## src/verilog/rxbd_pkg.sv

```systemverilog
//--------------------
// shared constants of the rx BD command path
// BD word with raw and field views
//--------------------

package rxbd_pkg;

    // ddr channel select comes from the top two address bits
    localparam int CHAN_NUM = 4;
    localparam int CHAN_W = 2;

    localparam int ADDR_W = 36;
    localparam int LEN_W = 32;

    // 4 KB pages
    localparam int PAGE_BITS = 12;

    localparam int BD_W = 128;

    // queued command layout, msb first: len, addr, last
    localparam int CMD_W = LEN_W + ADDR_W + 1;

    //--------------------
    // BD word
    //--------------------
    // the input queue only stores the raw word
    // the splitter reads length and destination from the field view
    typedef union packed {
        logic [BD_W-1:0] raw;
        struct packed {
            logic [BD_W-LEN_W-ADDR_W-1:0] rsv;
            logic [LEN_W-1:0]             len;
            logic [ADDR_W-1:0]            addr;
        } fld;
    } bd_word_t;

endpackage

```

## src/verilog/rcmd_merge.sv

```systemverilog
//--------------------
// command merge
// drains channel queues in BD order
// one output register, gated by rcmd_full
//--------------------

`timescale 1ns/10ps

module rcmd_merge
    import rxbd_pkg::*;
(
    input  logic                           clk_sys,
    input  logic                           rst,
    // channel-order queue
    input  logic                           seq_empty,
    input  logic [CHAN_W-1:0]              seq_rdata,
    output logic                           seq_rd,
    // channel command queues
    input  logic [CHAN_NUM-1:0]            chan_empty,
    input  logic [CHAN_NUM-1:0][CMD_W-1:0] chan_rdata,
    output logic [CHAN_NUM-1:0]            chan_rd,
    // command output
    input  logic                           rcmd_full,
    output logic                           rcmd_wen,
    output logic [LEN_W-1:0]               rcmd_len,
    output logic [ADDR_W-1:0]              rcmd_addr,
    output logic [CHAN_W-1:0]              rcmd_chan,
    output logic                           rcmd_last
);

    logic [CMD_W-1:0] head;
    logic             head_last;
    logic             out_valid;
    logic             load;

    //--------------------
    // head selection
    //--------------------
    // the order queue names the channel that owns the oldest BD
    assign head      = chan_rdata[seq_rdata];
    assign head_last = head[0];

    // the output register takes a new command when it is free or
    // being written out in this cycle
    assign load = ~seq_empty
                & ~chan_empty[seq_rdata]
                & (~out_valid | ~rcmd_full);

    assign chan_rd = load ? (CHAN_NUM'(1) << seq_rdata) : '0;

    // move to the next BD once its last segment is taken
    assign seq_rd = load & head_last;

    //--------------------
    // output register
    //--------------------
    assign rcmd_wen = out_valid & ~rcmd_full;

    always_ff @(posedge clk_sys or posedge rst) begin
        if (rst) begin
            out_valid <= 1'b0;
        end else if (load) begin
            out_valid <= 1'b1;
        end else if (rcmd_wen) begin
            out_valid <= 1'b0;
        end
    end

    always_ff @(posedge clk_sys) begin
        if (load) begin
            rcmd_len  <= head[CMD_W-1 -: LEN_W];
            rcmd_addr <= head[ADDR_W:1];
            rcmd_chan <= seq_rdata;
            rcmd_last <= head_last;
        end
    end

endmodule

```

## config.mk

```make
export PLATFORM = sky130hd
export DESIGN_NAME = rcmd_merge
export DESIGN_NICKNAME = d
export VERILOG_FILES = /design/src/verilog/rxbd_pkg.sv /design/src/verilog/rcmd_merge.sv
export SDC_FILE = /design/constraint.sdc
export NUM_CORES = 1
export LEC_CHECK = 0
export BUFFER_PORTS_ARGS = -buffer_cell sky130_fd_sc_hd__buf_2
export CORE_AREA = 10 10 131 133
export CTS_CLUSTER_SIZE = 16
export DETAILED_ROUTE_END_ITERATION = 10
export DIE_AREA = 0 0 141 143
export GPL_ROUTABILITY_DRIVEN = 0
export GPL_TIMING_DRIVEN = 0
export SLEW_MARGIN = 10
export SYNTH_ARGS = -nofsm -noshare
export SYNTH_HDL_FRONTEND = slang
export SYNTH_SLANG_ARGS = --single-unit
```

## constraint.sdc

```tcl
create_clock -name clk_sys -period 5.67 [get_ports clk_sys]
set_input_delay 1.134 -clock clk_sys [delete_from_list [all_inputs] [get_ports clk_sys]]
set_output_delay 1.134 -clock clk_sys [all_outputs]
set_load 0.02 [all_outputs]
```

==> metrics.csv <==
stage,metric,value,unit
clock_tree,worst skew pair latency,0.33,ns
route,Final ANT Viol Nets,0,
hold_path,HP Class,reg -> reg,
setup_path,Setup crit end kind,primary output,
synth,top-count cell post-synth,edfxtp_1,
synth,Synth Register Bits,72,
cells_and_area,multi-input logic area,1765,sq um
cells_and_area,fin area,6446,sq um
sta,Final Critical Period,3.693,ns
setup_path,CP Data Required Time,4.54,ns
sta,Final period util,65.13,%
synth,post-synth top area cell,edfxtp_1,
synth,prevailing post-synth register cell,edfxtp_1,
sta,RSZ-0062 raised after global routing,false,
sta,Worst Hold Slack,0.5227,ns
clock_tree,clock slew at the register clock pins of the worst setup and hold paths,0.06,ns
sta,max-slew violations,0,
floorplanning,Die W,141,um
setup_path,Critical Path AT,2.56,ns
setup_path,Crit Path Class,in -> out,
synth,ys async rst share,1.389,%
route,DRC Markers,0,
cells_and_area,Ant. Diodes,0,
place,HPWL after DPL,14510,um
synth,synth cell count leaders,"edfxtp_1 (71), mux4_2 (42), mux4_1 (27)",
global_routing,largest net degree at the start of global routing,29,
run,Max Cap Violations,0,
cells_and_area,fraction of layout instances using a drive strength above 1,78.02,%
synth,sequential fraction of the synthesis area,53.37,%
clock_tree,clk root buf,clkbuf_16,
route,WL/cell,22.45,um
global_routing,vias in the first global route,4183,
synth,Mapped Cells,175,
route,final wirelength,16590,um
global_routing,global-route wire length before repair,24360,um
clock_tree,Post-CTS Resized,0,
global_routing,initial antenna violation count,0,
sta,setup_tns,0,ns
run_status,status,completed,
synth,Yosys cell types,18,
floorplanning,# rows,44,
synth,post-synth top area share,52.76,%
floorplanning,Die H,143,um
clock_tree,postcts setup bufs,0,
floorplanning,Placeable Area,14420,sq um
cells_and_area,P&R area growth vs syn,59.50,%
synth,Syn Nets,461,
power_and_ir_drop,pwr/cell area,242.6,nW/um^2
global_routing,grt total ovfl,0,
sta,Peak Freq,270.8,MHz
synth,Yosys warnings,0,
power_and_ir_drop,leakage power,2.942,nW
route,DR vias,3469,
sta,Final Skew,0.005964,ns
cells_and_area,Layout Cells excl Fill,739,
cells_and_area,nets@finish,836,
synth,synth top area cells,"edfxtp_1 (53%), mux4_2 (23%), mux4_1 (18%)",
sta,Max transition margin,53.48,%
synth,Mean Syn Cell Area,23.09,sq um
clock_tree,hold_buf cts,0,
floorplanning,Die Area,20160,sq um
clock_tree,clk sink count,72,
setup_path,"Max FO, Critical Path",10,
setup_path,CP Launch Type,input pin,
global_routing,GRT Util Overall,15.73,%
floorplanning,initial core utilization,28.02,%
synth,"Cell Area, Synth",4041,sq um
place,dpl cells,723,
route,starting DRC count in detailed routing,101,
route,vias per cell,4.694,
clock_tree,clk buf depth,2,
synth,"EDFF count, synth",71,
cells_and_area,register area,2157,sq um
sta,setup violators final,0,
clock_tree,H-tree depth,3,
clock_tree,CTS tree,yes,
route,1st-pass router iterations,6,
floorplanning,I/O Pins,363,
sta,Hold Fails Final Rpt,0,
cells_and_area,filler instances,1351,
place,Placement Cell Area,6135,sq um
clock_tree,Inserted Clock Buffers,9,
sta,Slew @ Worst Pin,0.6963,ns
power_and_ir_drop,VDD IR-drop max,0.0001296,V
place,I/O Buffers,362,
path summary, 6_finish.rpt:
check | startpoint | end | slack [ns] | depth (start not counted)
min in group asynchronous | rst | out_valid | 0.63 | 2
worst max register to register | out_valid | rcmd_chan[1] | 3.89 | 3
worst min-delay path | out_valid | out_valid | 0.52 | 2
max in group asynchronous | rst | out_valid | 4.95 | 2
worst min register to register | out_valid | out_valid | 0.52 | 2
worst max-delay path | seq_rdata[0] | seq_rd | 1.98 | 7
flip-flops by register name, indices dropped and copies added (netlist names):
signal	flops
out_valid	1
rcmd_addr	36
rcmd_chan	2
rcmd_last	1
rcmd_len	32
where the power goes:
part	internal [mW]	switching (mW)
clock network	0.377	0.210
logic	0.179	0.153
registers	0.636	0.00896
total	1.19	0.372
kinds of logic (layout without fill, tap and decap cells):
logic type             Yosys count  after routing  synth area share (%)
multiplexers                    71             71                 41.46
buffers and inverters           18            398                 3.220
AND/OR/NAND/NOR                 12             12                 1.517
flip-flops                      72             72                 53.37
AO/OA/AOI/OAI                    2              2                0.4333
placed cells by master, fill, tap and decap left out:
master,count
a211oi_2,1
a21oi_4,1
and2_1,1
buf_12,2
buf_2,364
buf_6,8
bufinv_16,1
clkbuf_1,8
clkbuf_16,9
clkbuf_8,3
clkinvlp_4,1
dfrtp_1,1
edfxtp_1,71
inv_1,2
mux2i_1,2
mux4_1,27
mux4_2,42
nand2_1,3
nand3_1,1
nand3b_2,1
nor2_1,3
nor2b_1,1
nor3_1,2
layout make-up:
cell class,instances,share of cell area [%]
well taps,184,3.571
clock inverters,2,0.5823
multi-input cells,85,27.39
repair buffers,364,28.73
plain buffers,16,1.902
inverters,2,0.1165
clock buffers,14,4.251
flip-flops and latches,72,33.46
critical path, cell delays in order:
cell and delay, ns:
buf_2 0.12, buf_6 0.20, buf_6 0.19, mux2i_1 0.22, nand2_1 0.21, a211oi_2 0.26, buf_2 0.21
stage by stage:
| stage | setup slack, ns | util [%] | power, mW |
|---|---|---|---|
| floorplan | 1.328 | - | 0.8283 |
| global placement | 0.1097 | 42.20 | 0.9843 |
| detailed placement | 1.926 | 42.53 | 0.9944 |
| CTS | 1.919 | 44.69 | 1.590 |
| global route | 1.864 | 44.69 | 1.631 |
| finish | 1.977 | 44.69 | 1.564 |
layer usage:
layer	global-route usage, %	wire (um)	up-vias
met5	0	0	-
met2	28.18	8809	209
met1	15.30	5512	1664
met4	5.435	289	0
met3	8.027	1982	18
li1	-	-	1578
(Power assumes the default switching activity.)
