**config.mk**
```make
export PLATFORM = sky130hd
export DESIGN_NAME = sync_fifo
export DESIGN_NICKNAME = d
export VERILOG_FILES = /design/src/verilog/sync_fifo.sv
export SDC_FILE = /design/constraint.sdc
export NUM_CORES = 1
export LEC_CHECK = 0
export ABC_AREA = 1
export BUFFER_PORTS_ARGS = -buffer_cell sky130_fd_sc_hd__buf_2
export CAP_MARGIN = 0
export CORE_MARGIN = 5
export CORE_UTILIZATION = 35
export CTS_BUF_LIST = sky130_fd_sc_hd__clkbuf_4 sky130_fd_sc_hd__clkbuf_8 sky130_fd_sc_hd__clkbuf_16
export CTS_CLUSTER_DIAMETER = 120
export DETAILED_ROUTE_END_ITERATION = 7
export PLACE_DENSITY = 0.49
export SKIP_CTS_REPAIR_TIMING = 1
export SLEW_MARGIN = 20
export SYNTH_ARGS = -nofsm -noshare
export SYNTH_HDL_FRONTEND = slang
export SYNTH_SLANG_ARGS = --single-unit
```
**constraint.sdc**
```tcl
create_clock -name clk_sys -period 1.85 [get_ports clk_sys]
set_input_delay 0.185 -clock clk_sys [delete_from_list [all_inputs] [get_ports clk_sys]]
set_output_delay 0.185 -clock clk_sys [all_outputs]
set_load 0.05 [all_outputs]
```
**src/verilog/sync_fifo.sv**
```systemverilog
//--------------------
// single-clock FIFO, first-word-fall-through
// register array with fill count
//--------------------

`timescale 1ns/10ps

module sync_fifo #(
    parameter int WIDTH = 8,
    parameter int DEPTH = 16
) (
    input  logic                       clk_sys,
    input  logic                       rst,
    input  logic                       wr,
    input  logic [WIDTH-1:0]           wdata,
    input  logic                       rd,
    output logic [WIDTH-1:0]           rdata,
    output logic                       empty,
    output logic                       full,
    output logic [$clog2(DEPTH+1)-1:0] count
);

    localparam int PTR_W = (DEPTH > 1) ? $clog2(DEPTH) : 1;
    localparam int CNT_W = $clog2(DEPTH + 1);

    logic [WIDTH-1:0] mem [DEPTH];
    logic [PTR_W-1:0] wr_ptr;
    logic [PTR_W-1:0] rd_ptr;
    logic             wr_en;
    logic             rd_en;
    logic [CNT_W-1:0] count_nxt;

    // pointers wrap at DEPTH, which need not be a power of two
    function automatic logic [PTR_W-1:0] ptr_next(input logic [PTR_W-1:0] ptr);
        if (ptr == PTR_W'(DEPTH - 1)) begin
            return '0;
        end
        return ptr + PTR_W'(1);
    endfunction

    assign wr_en = wr & ~full;
    assign rd_en = rd & ~empty;
    assign empty = (count == '0);
    // head entry is always visible
    assign rdata = mem[rd_ptr];

    always_comb begin
        count_nxt = count;
        if (wr_en && !rd_en) begin
            count_nxt = count + CNT_W'(1);
        end else if (rd_en && !wr_en) begin
            count_nxt = count - CNT_W'(1);
        end
    end

    // full sits high in reset so nothing is written before the first edge
    always_ff @(posedge clk_sys or posedge rst) begin
        if (rst) begin
            wr_ptr <= '0;
            rd_ptr <= '0;
            count  <= '0;
            full   <= 1'b1;
        end else begin
            if (wr_en) begin
                wr_ptr <= ptr_next(wr_ptr);
            end
            if (rd_en) begin
                rd_ptr <= ptr_next(rd_ptr);
            end
            count <= count_nxt;
            full  <= (count_nxt == CNT_W'(DEPTH));
        end
    end

    always_ff @(posedge clk_sys) begin
        if (wr_en) begin
            mem[wr_ptr] <= wdata;
        end
    end

endmodule

```
==> run_results.csv <==
group,metric,value,unit
critical_path,crit_family,"buffers and inverters",
routing,vias,3926,
logic_synthesis,async_reset_ff_share,9.86,%
routing,first_pass_iters,4,
critical_path,cp_common_cell,"o21ai_2",
routing,drt_iter0_drc,196,
timing,max_freq,456,MHz
critical_path,worst_path_largest_cell_delay,0.43,ns
timing,min_period,2.19,ns
clocking,clkSlewWorstSetupHoldPaths,0.06,ns
global_route,gr-total-overflow,0,
floorplan,die_h,141,um
routing,postRouteAntennaNets,0,
critical_path,cp-start-kind,"flip-flop",
critical_path,ff2ff_path_depth,10,
clocking,cts_inserted_buffers,17,
timing,report.final.slew_viol_count,0,
power,leakagePower,2.65,nW
placement,hpwlAfterDp,9.01,mm
timing,finalCritPeriodShare,119,%
floorplan,start_util,35.8,%
critical_path,cpMaxStageDelayCell,"dfrtp_2",
critical_path,r2r-end,"full$_DFF_PP1_",
clocking,cts_root_buffer,"clkbuf_16",
timing,skew,0.00908,ns
logic_synthesis,yosysWarnings,0,
finish,drive_above_1_share,19.9,%
global_route,grt_max_degree,44,
finish,instances_no_fill,788,
logic_synthesis,synthTopCellsByCount,"edfxtp_1 (128), nor2_1 (116), o21ai_0 (56), nand2_1 (46), nand3_1 (29)",
logic_synthesis,syn-cell-area,5970,sq um
routing,wire_per_inst,17.4,um
logic_synthesis,synth_edf_count,128,
routing,via_per_inst,4.98,
min_path,hp-class,"in -> reg",
power,intPower,7.78,mW
floorplan,io_pins,27,
status,outcome,"complete, but fails checks",
global_route,grt_usage,14.6,%
global_route,grt_pass1_vias,3942,
logic_synthesis,ys_seq_area_share,70.3,%
logic_synthesis,post-synth-top-area-cell,"edfxtp_1",
placement,routabilityCongestion,0.867,
timing,final.setup.worst_slack,-0.345,ns
power,sw_frac_of_total,38.0,%
power,irDropWorstVdd,716,uV
placement,postPlaceCellArea,6520,sq um
critical_path,critPathMaxFanout,15,
placement,dp_cells,752,
floorplan,core,16600,sq um
power,comb_power_share,40.1,%
status,violations,"setup timing",
power,pwr-share-clk,26.9,%
timing,relSlewSlack,60.6,%
timing,tightest_slew,0.590,ns
power,switchingPower,4.77,mW
logic_synthesis,synth_top_area_share,64.4,%
global_route,antenna_found_initial,0,
floorplan,dieArea,19800,sq um
placement,io_buffers,26,
global_route,grt_pass1_wl,21.8,mm
floorplan,num_rows,47,
logic_synthesis,ys_ff_latch,142,
logic_synthesis,yosys-top-cells-area,"edfxtp_1 (64%), nor2_1 (7.3%), dfrtp_1 (5.5%)",
routing,wl,13.7,mm
clocking,cts_buffer_depth,2,
power,power-per-cell-area,1720,nW/um^2
critical_path,critPathKind,"reg -> out",
logic_synthesis,synth_most_common_cell,"edfxtp_1",
routing,drc,0,
clocking,tritoncts,"built",
finish,final_area,7280,sq um
critical_path,rr_startpoint,"count[1]$_DFF_PP0_",
timing,hold_violations,0,
critical_path,crit_arrival,2.01,ns
finish,areaGrowthSynthToFinish,22.1,%
logic_synthesis,syn_area_per_cell,11.9,sq um
critical_path,worstPathCellList,"inv_4 -> buf_12 -> buf_4 -> o21ai_2 -> o21ai_2 -> o211ai_1 -> nand3_1 -> buf_6",
logic_synthesis,syn_nets,521,
critical_path,path_buf_inv,4,
finish,antenna_cells,0,
timing,setup_violations,8,
timing,rsz0062_at_grt,"yes",
timing,hold_slack,0.177,ns
critical_path,reg2reg_slack,0.22,ns
finish,final_nets,574,
logic_synthesis,ys.flop_type,"edfxtp_1",
critical_path,cp-end-kind,"output port",
logic_synthesis,ys_types,27,
min_path,worstHoldStart,"wdata[4]",
clocking,insertion_delay,0.41,ns
min_path,min_path_cells,1,
clocking,cts_sinks,142,
power,seqPwrFrac,33.0,%
floorplan,dieWidth,141,um
logic_synthesis,syn_inst,502,
min_path,min_to,"mem[15][4]$_DFFE_PP_",
clocking,h-tree-depth,4,
flow_run,cap_violations,0,
critical_path,required,1.66,ns
[per-stage QoR]
stage / TNS [ns] / worst slack [ns] / total power, mW / utilization (%)
after global routing: -3.17 / -0.436 / 13.3 / 43.8
after CTS: -3.22 / -0.526 / 12.2 / 42.7
final: -2.14 / -0.345 / 12.6 / 43.8
after global placement: 0 / 0.0383 / 8.74 / 39.2
after floorplan: 0 / 0.0870 / 7.32 / -
after detailed placement: -0.0712 / -0.0712 / 8.79 / 39.2
[registers in the layout, summed over array words and instances, names as in the netlist]
register / flops
wr_ptr: 4
full: 1
mem: 128
rd_ptr: 4
count: 5
[logic make-up (layout without fill, tap and decap cells)]
kind of cell             after synthesis  after routing  synth area share [%]
adder cells (fa/ha/maj)                7              7                  1.47
AND/OR/NAND/NOR                      209            209                  14.8
buffers and inverters                 50            116                  3.54
AO/OA/AOI/OAI                         90             90                  9.23
XOR/XNOR                               4              4                 0.587
flip-flops                           142            142                  70.3
[worst max-delay path by stage]
stage                           from              to  depth (start not counted)  slack (ns)
2_1_floorplan     count[0]$_DFF_PP0_  full$_DFF_PP1_                          9        0.09
3_3_place_gp   rd_ptr[0]$_DFFE_PP0P_        rdata[1]                          8        0.04
3_5_place_dp   rd_ptr[0]$_DFFE_PP0P_        rdata[3]                          8       -0.07
4_1_cts        rd_ptr[0]$_DFFE_PP0P_        rdata[3]                          8       -0.53
5_1_grt        rd_ptr[0]$_DFFE_PP0P_        rdata[6]                          8       -0.44
6_report       rd_ptr[0]$_DFFE_PP0P_        rdata[3]                          8       -0.34
[routing by layer]
| metal | share of wire [%] | wire length [um] | vias up | track usage, % |
|---|---|---|---|---|
| li1 | - | - | 1897 | - |
| met5 | 0 | 0 | - | 0 |
| met3 | 2.4 | 330 | 7 | 3.78 |
| met1 | 46 | 6310 | 1959 | 18.6 |
| met4 | 0.82 | 112 | 0 | 4.84 |
| met2 | 51 | 6990 | 63 | 24.1 |
[layout by cell type (no fill, tap or decap), types with 4 or more instances in the layout]
master	n
o21ai_0	47
buf_2	17
ha_1	6
o21ai_1	7
buf_6	6
clkinv_2	5
inv_1	21
xor2_1	4
nor2_1	114
o32ai_1	13
nand3_1	28
dfrtp_1	10
nor3_1	5
clkbuf_16	19
buf_4	26
buf_12	4
edfxtp_1	128
nand2_1	46
o211ai_1	16
nand4_1	4
clkbuf_4	4
[worst register-to-register path, delay by kind of cell, from the launching register on]
family / cells / cell delay (ns)
fa+ha+maj: 1 / 0.22
buf+inv: 1 / 0.12
flops: 1 / 0.43
simple gates: 8 / 0.80
[power by group through the flow]
stage               Sequential, mW  Combinational, mW  Clock [mW]
detailed placement            4.20               4.59           0
floorplan                     4.30               3.03           0
CTS                           4.13               4.61        3.44
global route                  4.18               5.52        3.60
finish                        4.14               5.04        3.37
global placement              4.18               4.56           0
[cell type report]
cell class	count	area, sq um
flip-flops and latches	142	4200
fillers	1536	9360
clock inverters	13	148
well taps	220	275
inverters	25	96.3
clock buffers	19	440
repair buffers	59	518
multi-input cells	310	1610
No activity file was read; power rests on OpenSTA's default activity.
