## src/verilog/rxbd_pkg.sv

```systemverilog
//--------------------
// shared constants of the rx BD command path
// BD word with raw and field views
//--------------------

package rxbd_pkg;

    // ddr channel select comes from the top two address bits
    localparam int CHAN_NUM = 4;
    localparam int CHAN_W = 2;

    localparam int ADDR_W = 36;
    localparam int LEN_W = 32;

    // 4 KB pages
    localparam int PAGE_BITS = 12;

    localparam int BD_W = 128;

    // queued command layout, msb first: len, addr, last
    localparam int CMD_W = LEN_W + ADDR_W + 1;

    //--------------------
    // BD word
    //--------------------
    // the input queue only stores the raw word
    // the splitter reads length and destination from the field view
    typedef union packed {
        logic [BD_W-1:0] raw;
        struct packed {
            logic [BD_W-LEN_W-ADDR_W-1:0] rsv;
            logic [LEN_W-1:0]             len;
            logic [ADDR_W-1:0]            addr;
        } fld;
    } bd_word_t;

endpackage

```

## src/verilog/sync_fifo.sv

```systemverilog
//--------------------
// single-clock FIFO, first-word-fall-through
// register array with fill count
//--------------------

`timescale 1ns/10ps

module sync_fifo #(
    parameter int WIDTH = 8,
    parameter int DEPTH = 16
) (
    input  logic                       clk_sys,
    input  logic                       rst,
    input  logic                       wr,
    input  logic [WIDTH-1:0]           wdata,
    input  logic                       rd,
    output logic [WIDTH-1:0]           rdata,
    output logic                       empty,
    output logic                       full,
    output logic [$clog2(DEPTH+1)-1:0] count
);

    localparam int PTR_W = (DEPTH > 1) ? $clog2(DEPTH) : 1;
    localparam int CNT_W = $clog2(DEPTH + 1);

    logic [WIDTH-1:0] mem [DEPTH];
    logic [PTR_W-1:0] wr_ptr;
    logic [PTR_W-1:0] rd_ptr;
    logic             wr_en;
    logic             rd_en;
    logic [CNT_W-1:0] count_nxt;

    // pointers wrap at DEPTH, which need not be a power of two
    function automatic logic [PTR_W-1:0] ptr_next(input logic [PTR_W-1:0] ptr);
        if (ptr == PTR_W'(DEPTH - 1)) begin
            return '0;
        end
        return ptr + PTR_W'(1);
    endfunction

    assign wr_en = wr & ~full;
    assign rd_en = rd & ~empty;
    assign empty = (count == '0);
    // head entry is always visible
    assign rdata = mem[rd_ptr];

    always_comb begin
        count_nxt = count;
        if (wr_en && !rd_en) begin
            count_nxt = count + CNT_W'(1);
        end else if (rd_en && !wr_en) begin
            count_nxt = count - CNT_W'(1);
        end
    end

    // full sits high in reset so nothing is written before the first edge
    always_ff @(posedge clk_sys or posedge rst) begin
        if (rst) begin
            wr_ptr <= '0;
            rd_ptr <= '0;
            count  <= '0;
            full   <= 1'b1;
        end else begin
            if (wr_en) begin
                wr_ptr <= ptr_next(wr_ptr);
            end
            if (rd_en) begin
                rd_ptr <= ptr_next(rd_ptr);
            end
            count <= count_nxt;
            full  <= (count_nxt == CNT_W'(DEPTH));
        end
    end

    always_ff @(posedge clk_sys) begin
        if (wr_en) begin
            mem[wr_ptr] <= wdata;
        end
    end

endmodule

```

## src/verilog/chan_queue.sv

```systemverilog
//--------------------
// per-channel command queue
// outstanding byte budget and almost-full
//--------------------

`timescale 1ns/10ps

module chan_queue
    import rxbd_pkg::*;
#(
    parameter int CMD_DEPTH = 16,
    parameter int BYTE_BUDGET = 16384
) (
    input  logic             clk_sys,
    input  logic             rst,
    input  logic             wr,
    input  logic [CMD_W-1:0] wdata,
    input  logic             rd,
    output logic [CMD_W-1:0] rdata,
    output logic             empty,
    output logic             afull
);

    localparam int CNT_W = $clog2(CMD_DEPTH + 1);

    logic             full;
    logic [CNT_W-1:0] count;
    logic             wr_ok;
    logic             rd_ok;
    logic [LEN_W-1:0] wr_len;
    logic [LEN_W-1:0] rd_len;
    logic [LEN_W-1:0] bytes_q;

    sync_fifo #(
        .WIDTH (CMD_W),
        .DEPTH (CMD_DEPTH)
    ) cmd_fifo (
        .clk_sys (clk_sys),
        .rst     (rst),
        .wr      (wr),
        .wdata   (wdata),
        .rd      (rd),
        .rdata   (rdata),
        .empty   (empty),
        .full    (full),
        .count   (count)
    );

    // only accepted transfers move the byte count
    assign wr_ok  = wr & ~full;
    assign rd_ok  = rd & ~empty;
    assign wr_len = wr_ok ? wdata[CMD_W-1 -: LEN_W] : '0;
    assign rd_len = rd_ok ? rdata[CMD_W-1 -: LEN_W] : '0;

    always_ff @(posedge clk_sys or posedge rst) begin
        if (rst) begin
            bytes_q <= '0;
        end else begin
            bytes_q <= bytes_q + wr_len - rd_len;
        end
    end

    // four spare entries absorb the splitter's two-stage stall
    assign afull = (bytes_q >= LEN_W'(BYTE_BUDGET))
                 | (count > CNT_W'(CMD_DEPTH - 4));

endmodule

```

## config.mk

```make
export PLATFORM = sky130hd
export DESIGN_NAME = chan_queue
export DESIGN_NICKNAME = d
export VERILOG_FILES = /design/src/verilog/rxbd_pkg.sv /design/src/verilog/sync_fifo.sv /design/src/verilog/chan_queue.sv
export SDC_FILE = /design/constraint.sdc
export NUM_CORES = 1
export LEC_CHECK = 0
export ABC_AREA = 1
export BUFFER_PORTS_ARGS = -buffer_cell sky130_fd_sc_hd__buf_2
export CAP_MARGIN = 20
export CORE_MARGIN = 2
export CORE_UTILIZATION = 25
export DETAILED_ROUTE_END_ITERATION = 10
export SYNTH_ARGS = -nofsm -noshare
export SYNTH_HDL_FRONTEND = slang
export SYNTH_SLANG_ARGS = --single-unit
```

## constraint.sdc

```tcl
create_clock -name clk_sys -period 6.7 [get_ports clk_sys]
set_clock_uncertainty 0.15 [all_clocks]
set_input_delay 1.34 -clock clk_sys [delete_from_list [all_inputs] [get_ports clk_sys]]
set_output_delay 1.34 -clock clk_sys [all_outputs]
set_load 0.02 [all_outputs]
```

==> impl_metrics.csv <==
group,metric,value,unit
status,status,"complete, no violations",
synth,synth_seq_cells,1150,
critical_path,required,5.21,ns
critical_path,critPathBufInv,3,
pwr,power-per-cell-area,473,mW/mm²
critical_path,critPathSlowestCell,"buf_12",
layout,final_cell_count_no_fill,6498,
placed_design,post_dp_cell_area,0.0512,mm²
pwr,p_leak,18.3,nW
critical_path,r2r-end,"bytes_q[29]",
placed_design,placed_cells,6300,
global_routing,first_global_vias,29660,
critical_path,criticalPathCategory,"reg -> out",
critical_path,arrival,3.91,ns
route,dr.pass1.iters,6,
synth,syn-instance-count,3816,
timing,period_share,0.806,
clocking,clkSinkCount,1150,
synth,yosysSeqAreaShare,0.719,
critical_path,cp_cell_sequence,"inv_16 > buf_12 > o21ai_0 > o221ai_1 > nand3_1 > nand3_1 > buf_2",
floorplan,boundaryPins,144,
floorplan,fp.coreArea,0.190,mm²
critical_path,crit_cells,7,
layout,n_fill_cell,19247,
layout,final_core_util,0.288,
clocking,cts_hold_buf,0,
critical_path,crit_path_max_fanout,239,
global_routing,antenna_found_initial,31,
route,vias_per_cell,4.72,
timing,setup_viol,0,
timing,hold_viol_final,0,
layout,area_delta_synth_final,14.7,%
global_routing,grt_max_degree,240,
critical_path,r2r_setup_slack,1.78,ns
clocking,insertion_delay,0.72,ns
layout,fin_nets,4039,
critical_path,cp_top_family,"buffers and inverters",
timing,fmax,0.185,GHz
route,routed_wirelength,133000,µm
critical_path,cpPeakStageDelay,0.66,ns
hold_path,holdPathStages,1,
critical_path,worst_setup_path_start_kind,"flop",
synth,mappedNetlistArea,0.0477,mm²
clocking,cts.path.max_buffers,3,
timing,slew_viol_final,0,
placed_design,globalplace.congestion,0.885,
layout,multi_input_area,0.0116,mm²
hold_path,hold_start,"cmd_fifo.count[0]",
placed_design,detailedPlace.worstSlack,1.69,ns
hold_path,min_path_type,"reg -> reg",
clocking,cts_root_buf,"clkbuf_16",
global_routing,grt_use_total,0.134,
synth,synth.avg_cell_area,12.5,µm²
layout,regArea,0.0343,mm²
timing,worst_slew_pin_slew,1.10,ns
timing,relSlewSlack,0.266,
floorplan,num_rows,160,
placed_design,dp.final_hpwl,73300,µm
route,drcViolationCount,0,
route,final_antenna_net_count,0,
synth,synth_cell_type_count,42,
timing,setup_tns,0,ns
timing,period_minus_slack,5.40,ns
global_routing,grt_pass1_wl,196000,µm
timing,rsz0062_at_grt,"false",
route,via_count,30691,
critical_path,cp-end-kind,"primary output",
clocking,h-tree-depth,3,
floorplan,dieArea,0.194,mm²
synth,yosys_warnings,0,
timing,fin_ws,1.30,ns
layout,fin_area,0.0547,mm²
floorplan,die_w,441,µm
critical_path,cp-startpoint,"cmd_fifo.rd_ptr[0]",
synth,synth.net_count,3960,
floorplan,start_util,0.251,
clocking,cts_resized,0,
critical_path,r2r_cells,16,
clocking,post_cts_buffers,0,
route,wl_per_cell,20.5,µm
critical_path,rr_startpoint,"cmd_fifo.rd_ptr[0]",
clocking,cts_tree,"yes",
hold_path,hold_end,"cmd_fifo.count[0]",
pwr,ir_drop,280,µV
clocking,path_clk_slew,0.07,ns
clocking,cts-buffers-inserted,104,
floorplan,die_y,441,µm
global_routing,grt_overflow,0,
layout,drive_above_1_share,0.0986,
critical_path,crit_top_cell,"nand3_1",
placed_design,portBuffers,143,
run,drv_cap,0,
route,dr.first_iter.drc_count,2708,
==> layer usage <==
layer	up-vias	part of all wire	global-route usage
met3	245	0.060	0.0195
met1	15429	0.41	0.166
met5	-	0.00097	0
li1	13986	-	-
met2	1009	0.49	0.231
met4	22	0.041	0.0588
==> registers in the layout, summed over array words and instances, names as in the netlist <==
name and flops:
bytes_q 32, cmd_fifo.count 5, cmd_fifo.mem 1104, cmd_fifo.rd_ptr 4, cmd_fifo.full 1, cmd_fifo.wr_ptr 4
==> report_power, final <==
group	switching (mW)	internal (mW)
combinational	7.60	3.11
sequential	0.329	8.71
clock	2.66	3.44
total	10.6	15.3
==> cells by family after synthesis <==
| family | after synthesis | share of synthesized area |
|---|---|---|
| and+or+nand+nor | 1201 | 0.0990 |
| DFF | 1150 | 0.719 |
| AOI/OAI and AO/OA | 941 | 0.114 |
| buffers and inverters | 426 | 0.0397 |
| adders and majority gates | 71 | 0.0235 |
| xor gates and xnor gates | 27 | 0.00496 |
==> final cells by class <==
class,instances,share of cell area
Antenna cell,10,0.000458
Clock buffer,129,0.0506
Clock inverter,59,0.0125
Inverter,199,0.0142
Multi-Input combinational cell,2240,0.213
Sequential cell,1150,0.628
Tap cell,2511,0.0575
Timing Repair Buffer,200,0.0246
==> metrics by stage <==
stage	power [mW]	hold WS, ns
3_5_place_dp	19.9	0.390
2_1_floorplan	16.3	0.356
4_1_cts	26.0	0.401
3_3_place_gp	19.8	0.389
5_1_grt	27.4	0.434
6_report	25.8	0.404
==> synthesized netlist by cell type <==
| library cell | n | share of area |
|---|---|---|
| inv_4 | 1 | 0.00013 |
| clkbuf_1 | 111 | 0.0087 |
| nor4_1 | 2 | 0.00026 |
| o21a_1 | 4 | 0.00063 |
| o211ai_1 | 43 | 0.0068 |
| nand4_1 | 7 | 0.00092 |
| inv_1 | 190 | 0.015 |
| o211ai_2 | 2 | 0.00052 |
| xor2_1 | 21 | 0.0039 |
| and2_1 | 1 | 0.00013 |
| o21ai_1 | 48 | 0.0050 |
| a21oi_1 | 60 | 0.0063 |
| or2_2 | 3 | 0.00039 |
| a21o_1 | 3 | 0.00047 |
| buf_6 | 19 | 0.0045 |
| xnor2_1 | 6 | 0.0011 |
| buf_2 | 72 | 0.0076 |
| inv_2 | 6 | 0.00047 |
| a21boi_0 | 1 | 0.00016 |
| o21bai_1 | 3 | 0.00047 |
| clkbuf_2 | 4 | 0.00042 |
| a31oi_1 | 1 | 0.00013 |
| buf_1 | 9 | 0.00071 |
| nand3b_1 | 2 | 0.00031 |
| edfxtp_1 | 1104 | 0.70 |
| nand2_2 | 1 | 0.00013 |
| o21ai_0 | 517 | 0.054 |
| o2111ai_1 | 1 | 0.00018 |
| nor2_1 | 632 | 0.050 |
| buf_8 | 1 | 0.00031 |
| dfstp_2 | 1 | 0.00055 |
| o221ai_1 | 91 | 0.017 |
| buf_4 | 11 | 0.0017 |
| nand2_1 | 416 | 0.033 |
| dfrtp_1 | 45 | 0.024 |
| o22ai_1 | 167 | 0.022 |
| nor2_2 | 1 | 0.00013 |
| nor3_1 | 8 | 0.00084 |
| ha_1 | 40 | 0.010 |
| clkinv_1 | 2 | 0.00016 |
| fa_1 | 31 | 0.013 |
| nand3_1 | 128 | 0.013 |
==> worst max-delay path by stage <==
stage                         end
6_report                rdata[20]
5_1_grt                  rdata[5]
4_1_cts                  rdata[6]
3_5_place_dp          bytes_q[29]
3_3_place_gp          bytes_q[29]
2_1_floorplan  cmd_fifo.mem[0][0]
==> cell usage in the layout, fill, tap and decap left out, types with 4 or more instances in the layout <==
cell type	count
o22ai_1	167
xnor2_1	6
nor2_1	615
o21ai_1	48
fa_1	31
bufinv_16	13
buf_4	41
o21a_1	4
dfrtp_1	42
edfxtp_1	1104
nand3_1	128
o21ai_0	517
xor2_1	21
buf_2	143
nand4_1	7
nor2_4	18
ha_1	40
inv_1	187
o221ai_1	91
buf_12	16
nor3_1	8
clkbuf_1	20
a21oi_1	60
nand2_1	416
clkinvlp_4	5
diode_2	10
inv_2	7
clkinv_1	16
clkinv_2	17
clkbuf_16	106
o211ai_1	43
Note: power is estimated with default switching activity, not from simulation.
